===== src/source/runner_pkg.sv =====
/* Shared types and fixed game constants for the runner game engine.
   Modules take these through a wildcard import in their headers. */
package runner_pkg;

    // Screen coordinate, wide enough for respawn positions past 2047
    typedef logic [11:0] coord_t;

    typedef struct packed {
        coord_t x;
        coord_t y;
    } point_t;

    // Only x moves, every obstacle has a fixed y
    typedef struct packed {
        coord_t cactus;
        coord_t group;
        coord_t lava;
        coord_t ptero;
    } obstacle_set_t;

    // Pixels moved per motion tick
    typedef logic [4:0] speed_t;

    localparam int N_DIGITS = 5;

    // Digit 0 is the units
    typedef logic [N_DIGITS-1:0][3:0] bcd_score_t;

    typedef enum logic {
        RUNNING = 1'b0,
        CRASHED = 1'b1
    } run_state_t;

    localparam coord_t SCREEN_W = 12'd1280;

    // Spawn positions after reset and replay
    localparam coord_t CACTUS_SPAWN = 12'd1200;
    localparam coord_t PTERO_SPAWN  = 12'd1400;
    localparam coord_t GROUP_SPAWN  = 12'd1600;
    localparam coord_t LAVA_SPAWN   = 12'd1800;

    localparam coord_t GROUND_Y = 12'd248;
    localparam coord_t PTERO_Y  = 12'd200;

    // Box sizes
    localparam coord_t RUNNER_W = 12'd32;
    localparam coord_t RUNNER_H = 12'd32;
    localparam coord_t GROUP_W  = 12'd64;
    localparam coord_t GROUP_H  = 12'd32;
    localparam coord_t OBST_W   = 12'd32;
    localparam coord_t OBST_H   = 12'd32;

    localparam logic [5:0] LFSR_SEED = 6'b101011;

endpackage


===== src/source/tick_timer.sv =====
/* Motion tick generator. Counts clocks while the game runs and
   pulses tick for one cycle every TICK_CYCLES clocks. */
`timescale 1ns/1ns

module tick_timer #(
    parameter int TICK_CYCLES = 2_000_000
) (
    input  logic clk,
    input  logic reset,
    input  logic running,
    output logic tick
);

    localparam int CW = (TICK_CYCLES > 1) ? $clog2(TICK_CYCLES) : 1;
    localparam logic [CW-1:0] LAST = CW'(TICK_CYCLES - 1);

    logic [CW-1:0] count;

    // Held count while crashed, so the period resumes where it stopped
    assign tick = running && (count == LAST);

    always_ff @(posedge clk or posedge reset) begin
        if (reset) begin
            count <= '0;
        end else if (tick) begin
            count <= '0;
        end else if (running) begin
            count <= count + 1'b1;
        end
    end

endmodule


===== src/source/game_fsm.sv =====
/* Running/crashed state machine. A hit ends the run, and the replay
   button while crashed restarts the obstacle field. */
`timescale 1ns/1ns

module game_fsm import runner_pkg::*; (
    input  logic clk,
    input  logic reset,
    input  logic hit,
    input  logic replay,
    output logic running,
    output logic restart,
    output logic game_over
);

    run_state_t state;

    assign running   = (state == RUNNING);
    assign game_over = (state == CRASHED);

    // Replay only counts once the runner has crashed
    assign restart = (state == CRASHED) && replay;

    always_ff @(posedge clk or posedge reset) begin
        if (reset) begin
            state <= RUNNING;
        end else begin
            case (state)
                RUNNING: begin
                    if (hit) begin
                        state <= CRASHED;
                    end
                end
                CRASHED: begin
                    if (restart) begin
                        state <= RUNNING;
                    end
                end
                default: state <= RUNNING;
            endcase
        end
    end

endmodule


===== src/source/obstacle_field.sv =====
/* Obstacle positions, respawn LFSR, passed-obstacle count and speed.
   Everything steps on the motion tick and reloads on restart. */
`timescale 1ns/1ns

module obstacle_field import runner_pkg::*; #(
    parameter int SPEEDUP_PASSES = 12
) (
    input  logic          clk,
    input  logic          reset,
    input  logic          tick,
    input  logic          restart,
    output obstacle_set_t obstacles,
    output speed_t        speed
);

    localparam int PW = $clog2(SPEEDUP_PASSES + 1);

    localparam obstacle_set_t SPAWN_SET = '{
        cactus: CACTUS_SPAWN,
        group:  GROUP_SPAWN,
        lava:   LAVA_SPAWN,
        ptero:  PTERO_SPAWN
    };

    logic [5:0]    lfsr;
    logic [PW-1:0] passed;
    coord_t        step;
    obstacle_set_t respawn;
    obstacle_set_t next_set;
    logic [3:0]    wrapped;

    // Moves one obstacle left, or sends it back past the right edge
    function automatic coord_t advance(input coord_t x, input coord_t dx,
                                       input coord_t spawn_x);
        if (x <= dx) begin
            return spawn_x;
        end
        return x - dx;
    endfunction

    assign step = coord_t'(speed);

    // Offsets taken from the LFSR as it was before this tick
    always_comb begin
        respawn.cactus = SCREEN_W + {2'b00, lfsr, 4'b0000};
        respawn.group  = SCREEN_W + {2'b00, ~lfsr, 4'b0000};
        respawn.lava   = SCREEN_W + {2'b00, lfsr[3:0], 6'b000000};
        respawn.ptero  = SCREEN_W + {2'b00, lfsr[5:2], 6'b000000};
    end

    always_comb begin
        wrapped[0] = (obstacles.cactus <= step);
        wrapped[1] = (obstacles.group  <= step);
        wrapped[2] = (obstacles.lava   <= step);
        wrapped[3] = (obstacles.ptero  <= step);

        next_set.cactus = advance(obstacles.cactus, step, respawn.cactus);
        next_set.group  = advance(obstacles.group,  step, respawn.group);
        next_set.lava   = advance(obstacles.lava,   step, respawn.lava);
        next_set.ptero  = advance(obstacles.ptero,  step, respawn.ptero);
    end

    always_ff @(posedge clk or posedge reset) begin
        if (reset) begin
            obstacles <= SPAWN_SET;
            speed     <= speed_t'(1);
            passed    <= '0;
            lfsr      <= LFSR_SEED;
        end else if (restart) begin
            obstacles <= SPAWN_SET;
            speed     <= speed_t'(1);
            passed    <= '0;
            lfsr      <= LFSR_SEED;
        end else if (tick) begin
            obstacles <= next_set;
            // Taps at bits 5 and 4
            lfsr      <= {lfsr[4:0], lfsr[5] ^ lfsr[4]};

            // Overflow check uses the count from before this tick
            if (passed >= PW'(SPEEDUP_PASSES)) begin
                speed  <= speed + 1'b1;
                passed <= '0;
            end else if (|wrapped) begin
                passed <= passed + 1'b1;
            end
        end
    end

endmodule


===== src/source/collision_check.sv =====
/* Combinational overlap test of the runner box against the four
   obstacle boxes. hit is high while any pair overlaps. */
`timescale 1ns/1ns

module collision_check import runner_pkg::*; (
    input  point_t        runner,
    input  obstacle_set_t obstacles,
    output logic          hit
);

    logic hit_cactus;
    logic hit_group;
    logic hit_lava;
    logic hit_ptero;

    // Strict overlap on both axes, edges that only touch do not count
    function automatic logic boxes_overlap(
        input coord_t ax, input coord_t ay, input coord_t aw, input coord_t ah,
        input coord_t bx, input coord_t by, input coord_t bw, input coord_t bh
    );
        logic [12:0] a_right;
        logic [12:0] a_bottom;
        logic [12:0] b_right;
        logic [12:0] b_bottom;
        a_right  = {1'b0, ax} + {1'b0, aw};
        a_bottom = {1'b0, ay} + {1'b0, ah};
        b_right  = {1'b0, bx} + {1'b0, bw};
        b_bottom = {1'b0, by} + {1'b0, bh};
        return ({1'b0, ax} < b_right) && (a_right > {1'b0, bx}) &&
               ({1'b0, ay} < b_bottom) && (a_bottom > {1'b0, by});
    endfunction

    assign hit_cactus = boxes_overlap(runner.x, runner.y, RUNNER_W, RUNNER_H,
                                      obstacles.cactus, GROUND_Y, OBST_W, OBST_H);
    assign hit_group  = boxes_overlap(runner.x, runner.y, RUNNER_W, RUNNER_H,
                                      obstacles.group, GROUND_Y, GROUP_W, GROUP_H);
    assign hit_lava   = boxes_overlap(runner.x, runner.y, RUNNER_W, RUNNER_H,
                                      obstacles.lava, GROUND_Y, OBST_W, OBST_H);
    assign hit_ptero  = boxes_overlap(runner.x, runner.y, RUNNER_W, RUNNER_H,
                                      obstacles.ptero, PTERO_Y, OBST_W, OBST_H);

    assign hit = hit_cactus | hit_group | hit_lava | hit_ptero;

endmodule


===== src/source/bcd_score.sv =====
/* Five-digit BCD score, one count per motion tick.
   Wraps from 99999 back to 00000. */
`timescale 1ns/1ns

module bcd_score import runner_pkg::*; (
    input  logic       clk,
    input  logic       reset,
    input  logic       tick,
    output bcd_score_t score
);

    bcd_score_t next_score;
    logic       carry;

    // Ripple the increment up from the units digit
    always_comb begin
        carry = 1'b1;
        for (int i = 0; i < N_DIGITS; i++) begin
            if (carry && (score[i] == 4'd9)) begin
                next_score[i] = 4'd0;
            end else begin
                next_score[i] = score[i] + {3'b000, carry};
                carry         = 1'b0;
            end
        end
    end

    always_ff @(posedge clk or posedge reset) begin
        if (reset) begin
            score <= '0;
        end else if (tick) begin
            score <= next_score;
        end
    end

endmodule


===== src/source/runner_game.sv =====
/* Top level of the runner game engine. Wires the tick timer, game FSM,
   obstacle field, collision check and score counter together. */
`timescale 1ns/1ns

module runner_game import runner_pkg::*; #(
    parameter int TICK_CYCLES    = 2_000_000,
    parameter int SPEEDUP_PASSES = 12
) (
    input  logic          clk,
    input  logic          reset,
    input  point_t        runner,
    input  logic          replay,
    output logic          game_over,
    output bcd_score_t    score,
    output obstacle_set_t obstacles,
    output speed_t        speed
);

    logic running;
    logic restart;
    logic tick;
    logic hit;

    tick_timer #(
        .TICK_CYCLES(TICK_CYCLES)
    ) tick_timer_i (
        .clk    (clk),
        .reset  (reset),
        .running(running),
        .tick   (tick)
    );

    game_fsm game_fsm_i (
        .clk      (clk),
        .reset    (reset),
        .hit      (hit),
        .replay   (replay),
        .running  (running),
        .restart  (restart),
        .game_over(game_over)
    );

    obstacle_field #(
        .SPEEDUP_PASSES(SPEEDUP_PASSES)
    ) obstacle_field_i (
        .clk      (clk),
        .reset    (reset),
        .tick     (tick),
        .restart  (restart),
        .obstacles(obstacles),
        .speed    (speed)
    );

    collision_check collision_check_i (
        .runner   (runner),
        .obstacles(obstacles),
        .hit      (hit)
    );

    // Score is left alone on replay
    bcd_score bcd_score_i (
        .clk  (clk),
        .reset(reset),
        .tick (tick),
        .score(score)
    );

endmodule


===== config.mk =====
export PLATFORM = sky130hd
export DESIGN_NAME = runner_game
export DESIGN_NICKNAME = d
export VERILOG_FILES = /design/src/source/runner_pkg.sv /design/src/source/tick_timer.sv /design/src/source/game_fsm.sv /design/src/source/obstacle_field.sv /design/src/source/collision_check.sv /design/src/source/bcd_score.sv /design/src/source/runner_game.sv
export SDC_FILE = /design/constraint.sdc
export NUM_CORES = 1
export LEC_CHECK = 0
export BUFFER_PORTS_ARGS = -buffer_cell sky130_fd_sc_hd__buf_4
export CAP_MARGIN = 40
export CELL_PAD_IN_SITES_DETAIL_PLACEMENT = 0
export CELL_PAD_IN_SITES_GLOBAL_PLACEMENT = 1
export CORE_MARGIN = 10
export CORE_UTILIZATION = 35
export CTS_BUF_LIST = sky130_fd_sc_hd__clkbuf_16
export DETAILED_ROUTE_END_ITERATION = 16
export HOLD_SLACK_MARGIN = 0.15
export MAX_ROUTING_LAYER = met4
export PLACE_DENSITY_LB_ADDON = 0.1
export SYNTH_ARGS = -nofsm -noshare
export SYNTH_HDL_FRONTEND = slang
export SYNTH_SLANG_ARGS = --single-unit

===== constraint.sdc =====
create_clock -name clk -period 7.4 [get_ports clk]
set_clock_uncertainty 0.1 [all_clocks]
set_input_delay 1.48 -clock clk [delete_from_list [all_inputs] [get_ports clk]]
set_output_delay 1.48 -clock clk [all_outputs]
set_load 0.005 [all_outputs]

==> results.txt <==
The run finished with clean final reports. The cell area that synthesis handed to floorplanning was ~8600 um2. The global-route wire length before repair came out at 44300 um.

The relative slew slack came out at 0.447. The via count of the first global-routing pass was 7503. The area enclosed by the die boundary is 31200 um2. The number of nets in the layout came out at roughly 1200. The worst setup path is captured at a flop. The power density of the placed cells is between 200 and 300 nW/um2. The share of synthesized area in the top cell type comes to 0.242. In this run the horizontal extent of the chip is 177 um.

Summed over all failing endpoints, the final setup total negative slack is 0 ps. The library cell with the highest instance count after synthesis is ha_1. The critical path's largest stage delay is 390 ps. STA puts the critical path data arrival time at between 3000 and 4000 ps.

The total via count after detailed routing is 7655. The insertion delay to the later sink of the worst-skew pair came out at 370 ps. The sequential cell area fraction in the yosys report came out at 0.309. The number of antenna violations at the first check in global routing is 0. Counting flops with an async set or reset pin after synthesis yields a share of 1.00. The largest net degree at the start of global routing is 63.

The worst endpoint required time came out at 7530 ps. After floorplanning, the core was divided into 57 placement rows. The number of nets with antenna violations after detailed routing is 0. The maximum level of the CTS H-tree is 3. Input and output buffers added on the ports amount to 100. The number of buffers between clock root and the deepest sink came out at 2. The post-detailed-route wirelength per cell came out at 19.9 um. After clock tree synthesis, the repair step resized 0 gates.

The synthesis-stage register bit count is 105. The average via count per standard cell is between 5 and 6. The met2 track demand over resource in global routing came out at 0.278.

The power consumption came out at roughly 2.6 mW. In this run the clock root is driven by a clkbuf_16. The post-synthesis net count came out at 1143.

From synthesis to final layout, the design area changed by 16.4%. Of the post-synthesis cell area, the part taken by muxes is 0.00729. The category of the most critical setup path is input pin to flop. The number of max-slew violations in the final report came out at 0. Clock tree synthesis found a total of ~110 sinks. The HPWL reported at the end of detailed placement came out at 21300 um. The min-delay analysis places its worst path in the category flop to flop. The number of buffers inserted during clock tree synthesis came out at 9. The worst hold-check slack came out at 376 ps. 0 antenna diodes ended up in the layout. The weighted congestion at the end of routability-driven global placement came out at roughly 0.84.

Of the cells placed in the final design, the portion with a size suffix greater than 1 is 0.157. The met1 usage is 0.258. Setup repair after global routing left no endpoint under its margin. After global routing, the most crowded layer is met2. The die boundary height is 177 um. After synthesis, the netlist uses 75 different library cells. The Yosys step of the flow raised 0 warnings. After clock tree synthesis, the clock-pin slew on the worst setup and hold paths is ~70 ps. After filler insertion, the fill cell instance count of the layout stands at 2511. The CTS tree is built. Of the total synthesized cell area, the portion taken by XOR and XNOR cells is 0.0571. The max-capacitance violation count came out at 0. The synthesized design contains 0 enable-type register cells. Measured on the finished design, the core utilization comes to 0.412. The static leakage is 4.68 nW. The fraction of the cycle the final worst path needs is 0.517. The I/O pin count is ~100. The hold buffer count at CTS came out at 0. The post-CTS setup repair buffer count is 0.

The commonest register cell after synthesis is dfrtp_1. The largest fanout on the critical path came out at 8. STA classifies the critical path startpoint as an input pin. In the synthesized netlist, the cells that appear most often are ha_1 (122), inv_1 (92), dfrtp_1 (83), nand2_1 (67), nor2_1 (65).

Traced cell by cell, the critical path runs through buf_4 -> ha_1 -> nand3_1 -> nor2_1 -> xor2_1 -> ha_1 -> nand3_1 -> or3_1 -> o311ai_0 -> a211oi_1 -> a32oi_1 -> o211ai_1. By area, the combinational part of the netlist is dominated by compound AO/OA/AOI/OAI gates. The largest total area in the synthesized netlist belongs to dfrtp_1.

After detailed routing, the total wire length is 28100 um. The number of DRC violations after detailed-routing iteration 0 came out at ~570. The total count of hold-check failures in the final report is 0. The synthesized area per cell came out at 8.67 um2.

The highest attainable clock frequency is approximately 0.26 GHz. The adder-cell share of the synthesized area is 0.187. The library cell contributing the largest single delay on the critical path is or3_1. The count of unresolved DRC violations after routing is 0. The number of detailed-routing iterations run before antenna repair came out at 5. The initial standard-cell utilization of the core is 0.354. The compound-cell area share of the yosys netlist is 0.193. In the post-synthesis netlist, the biggest area contributors are dfrtp_1 (24%), ha_1 (18%), dfstp_2 (6.7%), inv_1 (4.0%), xnor2_1 (3.9%).

The placeable core region is 24200 um2. The worst-case IR drop observed on VDD is between 100 and 150 uV. In the global route stage, overall resource usage came out at 0.185. The final count of negative-setup-slack endpoints is 0. The time the worst path needs with I/O delays and setup came out at 3820 ps. For this run the aggregate overflow at the end of global routing stands at 0.

For met3 alone, demand over resource in global routing was 0.0282. The simple-gate portion of the synthesized area came out at 0.189. In the synthesized netlist, the number of instances is slightly below 1000.

The transition time of the tightest slew-check pin came out at about 830 ps.
[metal layers]
layer / vias up / wire (um)
met5: - / 0
met4: 0 / 258
met3: 15 / 1050
met2: 167 / 12500
met1: 3682 / 14300
li1: 3791 / -
[report_power, final]
group	internal (mW)	switching [mW]
logic	0.573	0.697
clock network	0.236	0.261
registers	0.686	0.175
total	1.50	1.13
[placed cells by master (no fill, tap or decap), drive strengths merged, types with 5 or more instances in the layout]
master and instances:
ha 122, buf 111, inv 95, dfrtp 83, nand2 67, nor2 65
a21oi 62, nand3 60, o21ai 57, xnor2 38, nor3 29, dfstp 22
o22ai 19, nand4 18, xor2 18, and3 15, a21o 14, nor2b 14
a31oi 11, a211oi 10, or3 10, clkbuf 9, nand2b 9, nor4 9
o211ai 7, a22o 6, a22oi 6, or4 6, or2 5, o21a 5
a2111oi 5
[final timing paths]
path / endpoint / cells past startpoint / slack, ps / start
worst max-delay path: game_fsm_i.game_over / 12 / 3580 / runner[17]
worst min-delay path: tick_timer_i.count[6] / 1 / 380 / tick_timer_i.count[6]
worst max register to register: obstacle_field_i.obstacles[20] / 11 / 3950 / obstacle_field_i.speed[0]
worst min register to register: tick_timer_i.count[6] / 1 / 380 / tick_timer_i.count[6]
max in group asynchronous: obstacle_field_i.obstacles[31] / 3 / 4840 / reset
min in group asynchronous: bcd_score_i.score[3] / 2 / 1170 / reset
[worst max-delay path: cells and delay by family]
family / cells / cell delay, ps
AND/OR/NAND/NOR: 4 / 750
AO/OA/AOI/OAI: 4 / 800
XOR/XNOR: 1 / 360
buffers and inverters: 1 / 150
adder cells (fa/ha/maj): 2 / 400
[stage by stage]
stage	setup WS (ps)	instance area, um2	instances
floorplan	3100	8590	990
global placement	3300	9670	1390
detailed placement	3190	9690	1393
CTS	3550	9980	1409
global route	3320	9990	1410
finish	3580	9990	1410
[final cells by class]
type	instances	area [um2]	share of cell area
multi-input combinational	761	5450	0.546
sequential	105	2660	0.266
timing repair buffer	111	836	0.0837
tap	324	405	0.0406
inverter	93	352	0.0352
clock buffer	9	225	0.0225
clock inverter	7	65.1	0.00651
[flip-flops by register name, indices dropped and copies added, names as in the netlist]
signal and cells:
obstacle_field_i.lfsr 6, obstacle_field_i.passed 4, tick_timer_i.count 21, game_fsm_i.game_over 1
obstacle_field_i.speed 5, bcd_score_i.score 20, obstacle_field_i.obstacles 48
[cells by family (layout without fill, tap and decap cells)]
family          after synthesis  count (layout)
fa+ha+maj                   126             126
buf+inv                     124             220
xor+xnor                     56              56
compound gates              252             252
mux                           6               6
flops                       105             105
simple gates                321             321
Note: power is estimated with default switching activity, not from simulation.
